File: config.mk
export PLATFORM = sky130hd
export DESIGN_NAME = decode_stage
export DESIGN_NICKNAME = d
export VERILOG_FILES = /design/src/isa_pkg.sv /design/src/pipe_pkg.sv /design/src/instr_queue.sv /design/src/instr_decoder.sv /design/src/uop_assembler.sv /design/src/decode_stage.sv
export SDC_FILE = /design/constraint.sdc
export NUM_CORES = 1
export LEC_CHECK = 0
export ABC_CLOCK_PERIOD_IN_PS = 7000
export BUFFER_PORTS_ARGS = -buffer_cell sky130_fd_sc_hd__buf_2
export CAP_MARGIN = 20
export CORE_MARGIN = 10
export CORE_UTILIZATION = 60
export DETAILED_ROUTE_END_ITERATION = 8
export PLACE_DENSITY = 0.85
export SYNTH_ARGS = -nofsm -noshare
export SYNTH_HDL_FRONTEND = slang
export SYNTH_HIERARCHICAL = 1
export SYNTH_SLANG_ARGS = --single-unit
File: constraint.sdc
create_clock -name clk -period 7 [get_ports clk]
set_clock_uncertainty 0.05 [all_clocks]
set_input_delay 0.35 -clock clk [delete_from_list [all_inputs] [get_ports clk]]
set_output_delay 0.35 -clock clk [all_outputs]
set_load 0.02 [all_outputs]
File: src/isa_pkg.sv
package isa_pkg;

    localparam int WORD_W    = 16;
    localparam int OPCODE_W  = 8;
    localparam int REG_IDX_W = 3;
    localparam int COND_W    = 4;
    localparam int ALU_CTL_W = 8;

    typedef logic [WORD_W-1:0]    word_t;
    typedef logic [OPCODE_W-1:0]  opcode_t;  // Bits 15 to 8 of a word.
    typedef logic [REG_IDX_W-1:0] reg_idx_t;
    typedef logic [COND_W-1:0]    cond_t;
    typedef logic [ALU_CTL_W-1:0] alu_ctl_t;

    localparam reg_idx_t SP_IDX = 3'd7;  // Stack pointer.

    // ALU group.
    localparam opcode_t ADD     = 8'h01;
    localparam opcode_t SUB     = 8'h02;
    localparam opcode_t AND     = 8'h03;
    localparam opcode_t OR      = 8'h04;
    localparam opcode_t XOR     = 8'h05;
    localparam opcode_t MOV     = 8'h06;

    // Memory and stack group.
    localparam opcode_t LD      = 8'h10;
    localparam opcode_t ST      = 8'h11;
    localparam opcode_t PUSH    = 8'h12;
    localparam opcode_t POP     = 8'h13;
    localparam opcode_t PUSHLR  = 8'h14;

    // Control flow.
    localparam opcode_t JMP     = 8'h20;
    localparam opcode_t CALL    = 8'h21;
    localparam opcode_t SET     = 8'h22;
    localparam opcode_t SPEC    = 8'h23;

    // Byte move, target register in the low opcode bits.
    localparam opcode_t MOVB_R0 = 8'h38;
    localparam opcode_t MOVB_R1 = 8'h39;
    localparam opcode_t MOVB_R2 = 8'h3A;
    localparam opcode_t MOVB_R3 = 8'h3B;
    localparam opcode_t MOVB_R4 = 8'h3C;
    localparam opcode_t MOVB_R5 = 8'h3D;
    localparam opcode_t MOVB_R6 = 8'h3E;
    localparam opcode_t MOVB_R7 = 8'h3F;

    // Bit 7 set, a 16-bit immediate word follows.
    localparam opcode_t LDI     = 8'h90;
    localparam opcode_t STI     = 8'h91;
    localparam opcode_t PUSHI   = 8'h92;
    localparam opcode_t JMPI    = 8'hA0;
    localparam opcode_t CALLI   = 8'hA1;

endpackage

File: src/pipe_pkg.sv
package pipe_pkg;

    localparam int QUEUE_DEPTH = 4;  // Also the fetch side credit count.
    localparam int QUEUE_PTR_W = $clog2(QUEUE_DEPTH);
    localparam int OUT_CREDITS = 2;  // One per execute slot.
    localparam int CREDIT_W    = 3;

    typedef logic [CREDIT_W-1:0]    credit_cnt_t;
    typedef logic [QUEUE_PTR_W-1:0] queue_ptr_t;

    typedef struct packed {
        isa_pkg::alu_ctl_t alu_ctl;
        isa_pkg::reg_idx_t rd_sel;
        isa_pkg::reg_idx_t rs_sel;
        isa_pkg::word_t    immediate;
        logic              en_imm;
        logic              en_mem;
        logic              mem_disp;     // Displacement addressing.
        logic              mem_byte;     // Byte access.
        logic              lr_is_input;
        isa_pkg::cond_t    condition;
    } uop_t;

    // Decoder output, need_ext marks a pending extension word.
    typedef struct packed {
        uop_t uop;
        logic need_ext;
    } dec_t;

endpackage

File: src/instr_queue.sv
module instr_queue (
    input  logic           clk,
    input  logic           rst_n,
    input  logic           in_valid,
    input  isa_pkg::word_t in_word,
    output logic           in_credit,
    output logic           q_valid,
    input  logic           q_ready,
    output isa_pkg::word_t q_word
);

    isa_pkg::word_t        mem [pipe_pkg::QUEUE_DEPTH];
    pipe_pkg::queue_ptr_t  wr_ptr;
    pipe_pkg::queue_ptr_t  rd_ptr;
    pipe_pkg::credit_cnt_t count;
    logic                  full;
    logic                  push;
    logic                  pop;
    logic                  overflow;

    function automatic pipe_pkg::queue_ptr_t ptr_inc(input pipe_pkg::queue_ptr_t ptr);
        if (ptr == pipe_pkg::queue_ptr_t'(pipe_pkg::QUEUE_DEPTH - 1)) begin
            return '0;
        end
        return ptr + 1'b1;
    endfunction

    assign full      = (count == pipe_pkg::credit_cnt_t'(pipe_pkg::QUEUE_DEPTH));
    assign q_valid   = (count != '0);
    assign q_word    = mem[rd_ptr];
    assign pop       = q_valid && q_ready;
    assign in_credit = pop;  // One credit back per popped word.

    // A write into a full queue is only legal alongside a pop.
    assign overflow  = in_valid && full && !pop;
    assign push      = in_valid && !overflow;

    always_ff @(posedge clk) begin
        if (push) begin
            mem[wr_ptr] <= in_word;
        end
    end

    always_ff @(posedge clk) begin
        if (!rst_n) begin
            wr_ptr <= '0;
            rd_ptr <= '0;
            count  <= '0;
        end else begin
            if (push) begin
                wr_ptr <= ptr_inc(wr_ptr);
            end
            if (pop) begin
                rd_ptr <= ptr_inc(rd_ptr);
            end
            case ({push, pop})
                2'b10:   count <= count + 1'b1;
                2'b01:   count <= count - 1'b1;
                default: count <= count;  // Idle or push and pop together.
            endcase
        end
    end

endmodule

File: src/instr_decoder.sv
module instr_decoder (
    input  logic           clk,
    input  logic           rst_n,
    input  logic           in_valid,
    output logic           in_ready,
    input  isa_pkg::word_t in_word,
    output logic           d_valid,
    input  logic           d_ready,
    output pipe_pkg::dec_t d_dec
);

    isa_pkg::opcode_t opcode;
    pipe_pkg::dec_t   dec_nxt;
    logic             accept;

    assign opcode   = in_word[15:8];
    assign in_ready = d_ready || !d_valid;  // Empty or being drained.
    assign accept   = in_valid && in_ready;

    always_comb begin
        dec_nxt          = '0;
        dec_nxt.need_ext = opcode[7];

        // Register and immediate fields.
        case (opcode)
            isa_pkg::MOVB_R0,
            isa_pkg::MOVB_R1,
            isa_pkg::MOVB_R2,
            isa_pkg::MOVB_R3,
            isa_pkg::MOVB_R4,
            isa_pkg::MOVB_R5,
            isa_pkg::MOVB_R6,
            isa_pkg::MOVB_R7: begin
                dec_nxt.uop.alu_ctl   = isa_pkg::MOV;
                dec_nxt.uop.rd_sel    = opcode[2:0];
                dec_nxt.uop.immediate = {8'h00, in_word[7:0]};
                dec_nxt.uop.en_imm    = 1'b1;
            end
            default: begin
                dec_nxt.uop.alu_ctl = {1'b0, opcode[6:0]};
                dec_nxt.uop.rd_sel  = in_word[2:0];
                dec_nxt.uop.rs_sel  = in_word[5:3];
                dec_nxt.uop.en_imm  = opcode[7];  // Immediate comes later.
            end
        endcase

        // Memory, link register and condition fields.
        case (opcode)
            isa_pkg::LD,
            isa_pkg::ST: begin
                dec_nxt.uop.en_mem   = 1'b1;
                dec_nxt.uop.mem_byte = in_word[7];
            end
            isa_pkg::LDI,
            isa_pkg::STI: begin
                dec_nxt.uop.en_mem   = 1'b1;
                dec_nxt.uop.mem_byte = in_word[7];
                dec_nxt.uop.mem_disp = in_word[6];
            end
            isa_pkg::PUSH,
            isa_pkg::POP,
            isa_pkg::PUSHI: begin
                dec_nxt.uop.en_mem = 1'b1;
                dec_nxt.uop.rs_sel = isa_pkg::SP_IDX ^ in_word[5:3];  // Zero field is SP.
            end
            isa_pkg::PUSHLR: begin
                dec_nxt.uop.en_mem      = 1'b1;
                dec_nxt.uop.rs_sel      = isa_pkg::SP_IDX ^ in_word[5:3];
                dec_nxt.uop.lr_is_input = 1'b1;
            end
            isa_pkg::SPEC: begin
                dec_nxt.uop.lr_is_input = 1'b1;
            end
            isa_pkg::JMP,
            isa_pkg::JMPI,
            isa_pkg::CALL,
            isa_pkg::CALLI,
            isa_pkg::SET: begin
                dec_nxt.uop.condition = in_word[6:3];
            end
            default: begin
            end
        endcase
    end

    always_ff @(posedge clk) begin
        if (!rst_n) begin
            d_valid <= 1'b0;
        end else if (accept) begin
            d_valid <= 1'b1;
        end else if (d_ready) begin
            d_valid <= 1'b0;
        end
    end

    always_ff @(posedge clk) begin
        if (accept) begin
            d_dec <= dec_nxt;
        end
    end

endmodule

File: src/uop_assembler.sv
module uop_assembler (
    input  logic           clk,
    input  logic           rst_n,
    input  logic           d_valid,
    output logic           d_ready,
    input  pipe_pkg::dec_t d_dec,
    input  logic           q_valid,
    input  isa_pkg::word_t q_word,
    output logic           ext_take,
    output logic           out_valid,
    output pipe_pkg::uop_t out_uop,
    input  logic           out_credit
);

    typedef enum logic [1:0] {
        IDLE,
        WAIT_EXT,
        SEND
    } asm_state_t;

    asm_state_t            state;
    asm_state_t            state_nxt;
    pipe_pkg::uop_t        uop_q;
    pipe_pkg::credit_cnt_t credits;
    logic                  send;
    logic                  take_dec;
    logic                  take_ext;

    assign send      = (state == SEND) && (credits != '0);
    assign d_ready   = (state == IDLE) || send;
    assign take_dec  = d_valid && d_ready;
    assign out_valid = send;
    assign out_uop   = uop_q;

    // The extension word sits right behind its instruction in the queue, so it
    // is claimed from the cycle the instruction is taken, before the decoder.
    assign ext_take  = (state == WAIT_EXT) || (take_dec && d_dec.need_ext);
    assign take_ext  = ext_take && q_valid;

    always_comb begin
        state_nxt = state;
        case (state)
            IDLE,
            SEND: begin
                if (take_dec) begin
                    if (d_dec.need_ext && !take_ext) begin
                        state_nxt = WAIT_EXT;
                    end else begin
                        state_nxt = SEND;
                    end
                end else if (send) begin
                    state_nxt = IDLE;
                end
            end
            WAIT_EXT: begin
                if (take_ext) begin
                    state_nxt = SEND;
                end
            end
            default: state_nxt = IDLE;
        endcase
    end

    always_ff @(posedge clk) begin
        if (!rst_n) begin
            state   <= IDLE;
            credits <= pipe_pkg::credit_cnt_t'(pipe_pkg::OUT_CREDITS);
        end else begin
            state <= state_nxt;
            case ({out_credit, send})
                2'b10:   credits <= credits + 1'b1;
                2'b01:   credits <= credits - 1'b1;
                default: credits <= credits;  // None or one in and one out.
            endcase
        end
    end

    always_ff @(posedge clk) begin
        if (take_dec) begin
            uop_q <= d_dec.uop;
        end
        if (take_ext) begin
            uop_q.immediate <= q_word;  // Overrides the decoded zero.
        end
    end

endmodule

File: src/decode_stage.sv
module decode_stage (
    input  logic           clk,
    input  logic           rst_n,
    input  logic           in_valid,
    input  isa_pkg::word_t in_word,
    output logic           in_credit,
    output logic           out_valid,
    output pipe_pkg::uop_t out_uop,
    input  logic           out_credit
);

    logic           q_valid;
    logic           q_ready;
    isa_pkg::word_t q_word;
    logic           dec_in_valid;
    logic           dec_in_ready;
    logic           d_valid;
    logic           d_ready;
    pipe_pkg::dec_t d_dec;
    logic           ext_take;

    // Extension words go straight to the assembler.
    assign q_ready      = ext_take || dec_in_ready;
    assign dec_in_valid = q_valid && !ext_take;

    instr_queue u_queue (
        .clk       (clk),
        .rst_n     (rst_n),
        .in_valid  (in_valid),
        .in_word   (in_word),
        .in_credit (in_credit),
        .q_valid   (q_valid),
        .q_ready   (q_ready),
        .q_word    (q_word)
    );

    instr_decoder u_decoder (
        .clk      (clk),
        .rst_n    (rst_n),
        .in_valid (dec_in_valid),
        .in_ready (dec_in_ready),
        .in_word  (q_word),
        .d_valid  (d_valid),
        .d_ready  (d_ready),
        .d_dec    (d_dec)
    );

    uop_assembler u_assembler (
        .clk        (clk),
        .rst_n      (rst_n),
        .d_valid    (d_valid),
        .d_ready    (d_ready),
        .d_dec      (d_dec),
        .q_valid    (q_valid),
        .q_word     (q_word),
        .ext_take   (ext_take),
        .out_valid  (out_valid),
        .out_uop    (out_uop),
        .out_credit (out_credit)
    );

endmodule

==> Word level (Yosys, flattened, before mapping) <==
Memory sizes are Yosys's and may differ from the RTL's. A register that Yosys moved wholly into a read port is not among the register bits.
Index checks and enable logic that the tools add are counted.
{ "op_classes": {"n_eq_ne": 33, "addsub": 6, "bitwise_logic": 1, "mux": 30, "reduce_logical": 36} }
{ "op_table": {"columns": ["operator", "n"], "rows": [
  ["== test 8 x 6 -> 1 bit (second input constant)", 12],
  ["== test 8 x 5 -> 1 bit (second input constant)", 5],
  ["== test 8 bit (second input constant)", 5],
  ["2-to-1 mux 25 bit", 1],
  ["2-to-1 mux 2 bit", 10],
  ["2-to-1 mux 16 bit", 1],
  ["OR reduction 8 bit", 2],
  ["2-to-1 mux 1 bit", 12],
  ["case mux 3 bit (2 select lines)", 2],
  ["logical AND 1 bit", 11],
  ["== test 2 bit (second input constant)", 5],
  ["2-to-1 mux 3 bit", 3],
  ["nonzero test 2 bit", 4],
  ["OR reduction 4 bit", 2],
  ["adder 3 x 1 -> 3 bit (second input constant)", 2],
  ["== test 2 x 1 -> 1 bit (second input constant)", 3],
  ["nonzero test 3 bit", 2],
  ["OR reduction 2 bit", 3],
  ["subtractor 3 x 1 -> 3 bit (second input constant)", 2],
  ["zero test 1 bit", 5],
  ["OR reduction 5 bit", 1],
  ["adder 2 x 1 -> 2 bit (second input constant)", 2],
  ["logical OR 1 bit", 4],
  ["case mux 2 bit (2 select lines)", 1],
  ["6 further kinds", 6]
]} }
{ "totals": {"register_bits": 91, "mem_bits_rw": 64, "out_inout_bits": 41, "elab_cells": 135, "input_bits": 20, "mem_count": 1} }
{ "mem_list": {"columns": ["name", "depth", "width", "read_ports", "rd_ports_with_merged_regs", "wr", "line", "rtl"], "rows": [
  ["u_queue.mem", 4, 16, 1, 1, 1, "instr_queue.sv:12", "isa_pkg::word_t mem [pipe_pkg::QUEUE_DEPTH];"]
]} }

==> Depth between registers and ports, before layout <==
{ "logic_depth": {"depth_word": 15, "mapped_depth": 11} }

==> Hierarchy <==
The synthesis kept the hierarchy.
{ "modules_own_cells": {"columns": ["module", "area_each_um2", "instances", "seq_area_each_um2", "cells_per_inst"], "rows": [
  ["instr_queue", 2836.5, 1, 2102.0, 143],
  ["uop_assembler", 1710.4, 1, 1271.2, 101],
  ["instr_decoder", 1490.2, 1, 950.9, 103],
  ["decode_stage", 15.0, 1, 0.0, 2]
]} }

==> Worst setup path after synthesis <==
No wires, ideal clock.
{ "synth_path": {"kind": "reg-to-reg", "from": "register (tool-made name)", "to": "register u_decoder/d_dec[29] (netlist name)", "arrival_ps": 2278, "setup_time_ps": 260, "n_path_buf": 3, "stages_incl_launch_ff": 8, "slack_ps": 4412, "cell_sequence": "dfxtp_1 > buf_2 > buf_2 > mux4_2 > nor4bb_1 > buf_4 > nand2_4 > mux2_4"} }

==> Worst setup path after layout <==
{ "layout_path": {"from": "register u_assembler.credits[0]", "to": "memory u_queue/mem[1][14] (netlist name) (enable)"} }
{ "layout_lines": {"columns": ["item", "line", "rtl"], "rows": [
  ["start: declaration", "uop_assembler.sv:24", "pipe_pkg::credit_cnt_t credits;"],
  ["start signal: assignment", "uop_assembler.sv:67", "credits <= pipe_pkg::credit_cnt_t'(pipe_pkg::OUT_CREDITS);"],
  ["start signal: assignment", "uop_assembler.sv:71", "2'b10: credits <= credits + 1'b1;"],
  ["start signal: assignment", "uop_assembler.sv:72", "2'b01: credits <= credits - 1'b1;"],
  ["nonzero test 3 bit", "uop_assembler.sv:29", "assign send = (state == SEND) && (credits != '0);"],
  ["logical AND 1 bit", "uop_assembler.sv:29", null],
  ["logical OR 1 bit", "uop_assembler.sv:30", "assign d_ready = (state == IDLE) || send;"],
  ["net d_ready", "decode_stage.sv:18", "logic d_ready;"],
  ["logical OR 1 bit", "instr_decoder.sv:17", "assign in_ready = d_ready || !d_valid;"],
  ["net dec_in_ready", "decode_stage.sv:16", "logic dec_in_ready;"],
  ["logical OR 1 bit", "decode_stage.sv:23", "assign q_ready = ext_take || dec_in_ready;"],
  ["net q_ready", "decode_stage.sv:13", "logic q_ready;"],
  ["logical AND 1 bit", "instr_queue.sv:31", "assign pop = q_valid && q_ready;"],
  ["zero test 1 bit", "instr_queue.sv:35", "assign overflow = in_valid && full && !pop;"],
  ["logical AND 1 bit", "instr_queue.sv:35", null],
  ["zero test 1 bit", "instr_queue.sv:36", "assign push = in_valid && !overflow;"],
  ["logical AND 1 bit", "instr_queue.sv:36", null],
  ["2-to-1 mux 1 bit", "instr_queue.sv:39", "if (push) begin"],
  ["2-to-1 mux 1 bit (implied by the code)", "instr_queue.sv:40", "mem[wr_ptr] <= in_word;"],
  ["end: declaration", "instr_queue.sv:12", null]
]} }
The timed path passes the listed nets, and every way through them passes these cells.

==> flow_summary.toml <==
[detailed_routing]
num_vias = 3205
routedWlPerCell_um = 18.2
drc = 0
wl_um = 10500
first_pass_iters = 5
ant_nets = 0
routed_via_density = 5.54
first_iter_violations = 287

[global_routing]
grt_pass1_wl_um = 17100
grt_remaining_overflow = 0
grt_util_met2_pct = 24.2
grt_util_met1_pct = 18.2
grt.busiest_layer = "met2"
grtUsageTotal_pct = 15.2
use_met3_pct = 5.72
grt_pass1_vias = 3301
grt_max_degree = 32
antenna_found_initial = 0

[die]
die-width_um = 120
rows = 36
coreArea_mm2 = 0.00982
dieArea_mm2 = 0.0145
initial_core_util_pct = 61.6
pin_count = 61
die_h_um = 120

[sta]
final.setup.tns_ns = 0
whs_ns = 0.0373
rsz0062_at_grt = "false"
setup-violations-final = 0
finalCritPeriodShare_pct = 42.7
slew_violations = 0
fmax_mhz = 334
final-hold-violation-count = 0
worst_pin_slew_ns = 0.997
min_period_ns = 2.99
fin_ws_ns = 4.01
maxSlewHeadroom_pct = 33.4

[yosys]
synthFlopType = "edfxtp_1"
ys_ff_latch = 149
synth_area_per_cell_um2 = 17.3
yosysSeqAreaShare_pct = 71.4
synth.cell_area_mm2 = 0.00605
ys_warn_count = 6
netlist.area_leader.share_pct = 66.5
yosysTopAreaCell = "edfxtp_1"
synthArstFlopShare_pct = 0
netlist_instances = 349
synth_cell_types = 58
netlist_top_cells_area = "edfxtp_1 66%, mux4_2 6.0%, dfxtp_1 5.0%"
synth_edf_count = 134

[power]
seqPwrFrac_pct = 46.6
p_sw_uw = 930
p_total_uw = 2990
p_comb_share_pct = 26.6
switching_share_pct = 31.1
power.density_mw_per_mm2 = 421
p_clk_share_pct = 26.8
max-vdd-ir-drop_mv = 0.209
p_leak_uw = 0.00260
internal-power_uw = 2060

[final_layout]
antennaDiodeCount = 0
finalInstanceArea_mm2 = 0.00710
drive_above_1_share_pct = 30.6
fill_cells = 618
final_common_cell = "edfxtp_1"
layout.nets = 460
syn_to_final_growth_pct = 17.3
final_cell_mix = "134 x edfxtp_1, 60 x buf_2, 16 x clkbuf_16, 16 x mux4_2"

[worst_setup_path]
cpLargestDelayFamily = "simple AND/OR/NAND/NOR gates"
crit_type = "reg -> reg"
path_max_fanout = 16
cp-start-kind = "flip-flop"
r2r_start = "u_assembler/credits[0]"
cpPeakStageDelay_ns = 0.49
crit_buf_inv = 0
worst_setup_path_end_kind = "flip-flop"
path_cells = "nor4b_4 > nor2_1 > nand2b_1 > or2_1 > nor4b_1 > nor2_1 > and2_1"
cp.required_ns = 7.10
crit_start = "u_assembler/credits[0]"
crit_path_frequent_cell = "nor2_1"
worst_path_max_delay_cell = "nor4b_4"
worst-endpoint-arrival_ns = 3.09

[place]
gp_congestion = 0.787
place_hpwl_um = 6940
place_area_mm2 = 0.00644
portBuffers = 60
dp_slack_ns = 4.07

[clocking]
root_buffer = "clkbuf_8"
ctsLongestPathBuffers = 2
cts_tree = "done"
clkLatencyLatePin_ns = 0.52
cts_buffers = 17
post-cts-setup-buffers = 0
clock_sinks = 149
cts_htree_levels = 4
cts_resized = 0
cts.clk_slew.worst_paths_ns = 0.06

[min_path]
holdCritStartpoint = "in_word[14]"
min_path_type = "in -> reg"

[outcome]
status = "finished, final reports clean"

[job]
max_cap_viol_count = 0
[flip-flops by register name, indices dropped and copies added (netlist names), named ones only]
name,cells
u_assembler/credits,3
u_queue/wr_ptr,2
u_queue/rd_ptr,2
u_decoder/d_valid,1
u_queue/mem,64
u_assembler/state,2
u_decoder/d_dec,31
u_assembler/out_uop,39
u_queue/count,3
[area by class of cell]
| cell class | count | area, um^2 | share of cell area, % |
|---|---|---|---|
| clock buffer | 19 | 422 | 5.94 |
| clock inverter | 13 | 110 | 1.55 |
| inverter | 15 | 58.8 | 0.828 |
| multi-input combinational | 172 | 1560 | 21.9 |
| sequential | 149 | 4320 | 60.9 |
| tap | 133 | 166 | 2.34 |
| timing repair buffer | 77 | 460 | 6.49 |
[power by group through the flow]
stage	clock network, uW	logic, uW	registers (uW)
after detailed placement	0	782	1410
after global placement	0	759	1400
after CTS	814	797	1400
after floorplan	0	486	1480
after global routing	859	869	1420
final	801	794	1390
[routing by layer]
layer  vias up  part of all wire [%]
li1       1495                     -
met1      1566                    42
met2       122                    49
met3        22                   7.0
met4         0                   2.0
met5         -                     0
[worst paths after layout]
check	to	slack (ns)	depth (start not counted)
worst max register to register	u_queue/mem[1][14]	4.01	7
worst min-delay path	u_queue/mem[3][14]	0.04	1
worst min register to register	u_assembler/out_uop[30]	0.37	0
worst max-delay path	u_queue/mem[1][14]	4.01	7
[cell usage after synthesis, drive strengths merged (5+ instances only)]
cell type / n
clkbuf: 6
edfxtp: 134
and3: 10
nor2: 9
ha: 6
buf: 15
a21boi: 5
mux4: 16
o21ai: 9
nand2: 10
inv: 15
dfxtp: 15
nor4b: 5
a22o: 15
mux2i: 6
and2: 16
[cell families (layout without fill, tap and decap cells)]
logic type / after synthesis / after routing / share of synthesized area [%]
buffers and inverters: 36 / 124 / 3.33
flip-flops: 149 / 149 / 71.4
AO/OA/AOI/OAI: 43 / 43 / 5.48
other: 1 / 9 / 0.0620
multiplexers: 26 / 26 / 7.88
XOR/XNOR: 4 / 4 / 0.579
adder cells (fa/ha/maj): 8 / 8 / 1.90
AND/OR/NAND/NOR: 82 / 82 / 9.32
[per-stage QoR]
stage,std cells,utilization [%]
after floorplan,357,-
after global placement,533,65.5
after detailed placement,533,65.5
after CTS,578,72.3
after global routing,578,72.3
final,578,72.3
[what timing repair did]
action                                 4_1_cts  5_1_grt
endpoints found under the hold margin       48        0
setup endpoints to repair                    0        0
hold buffers                                13        0
Note: power is estimated with default switching activity, not from simulation.
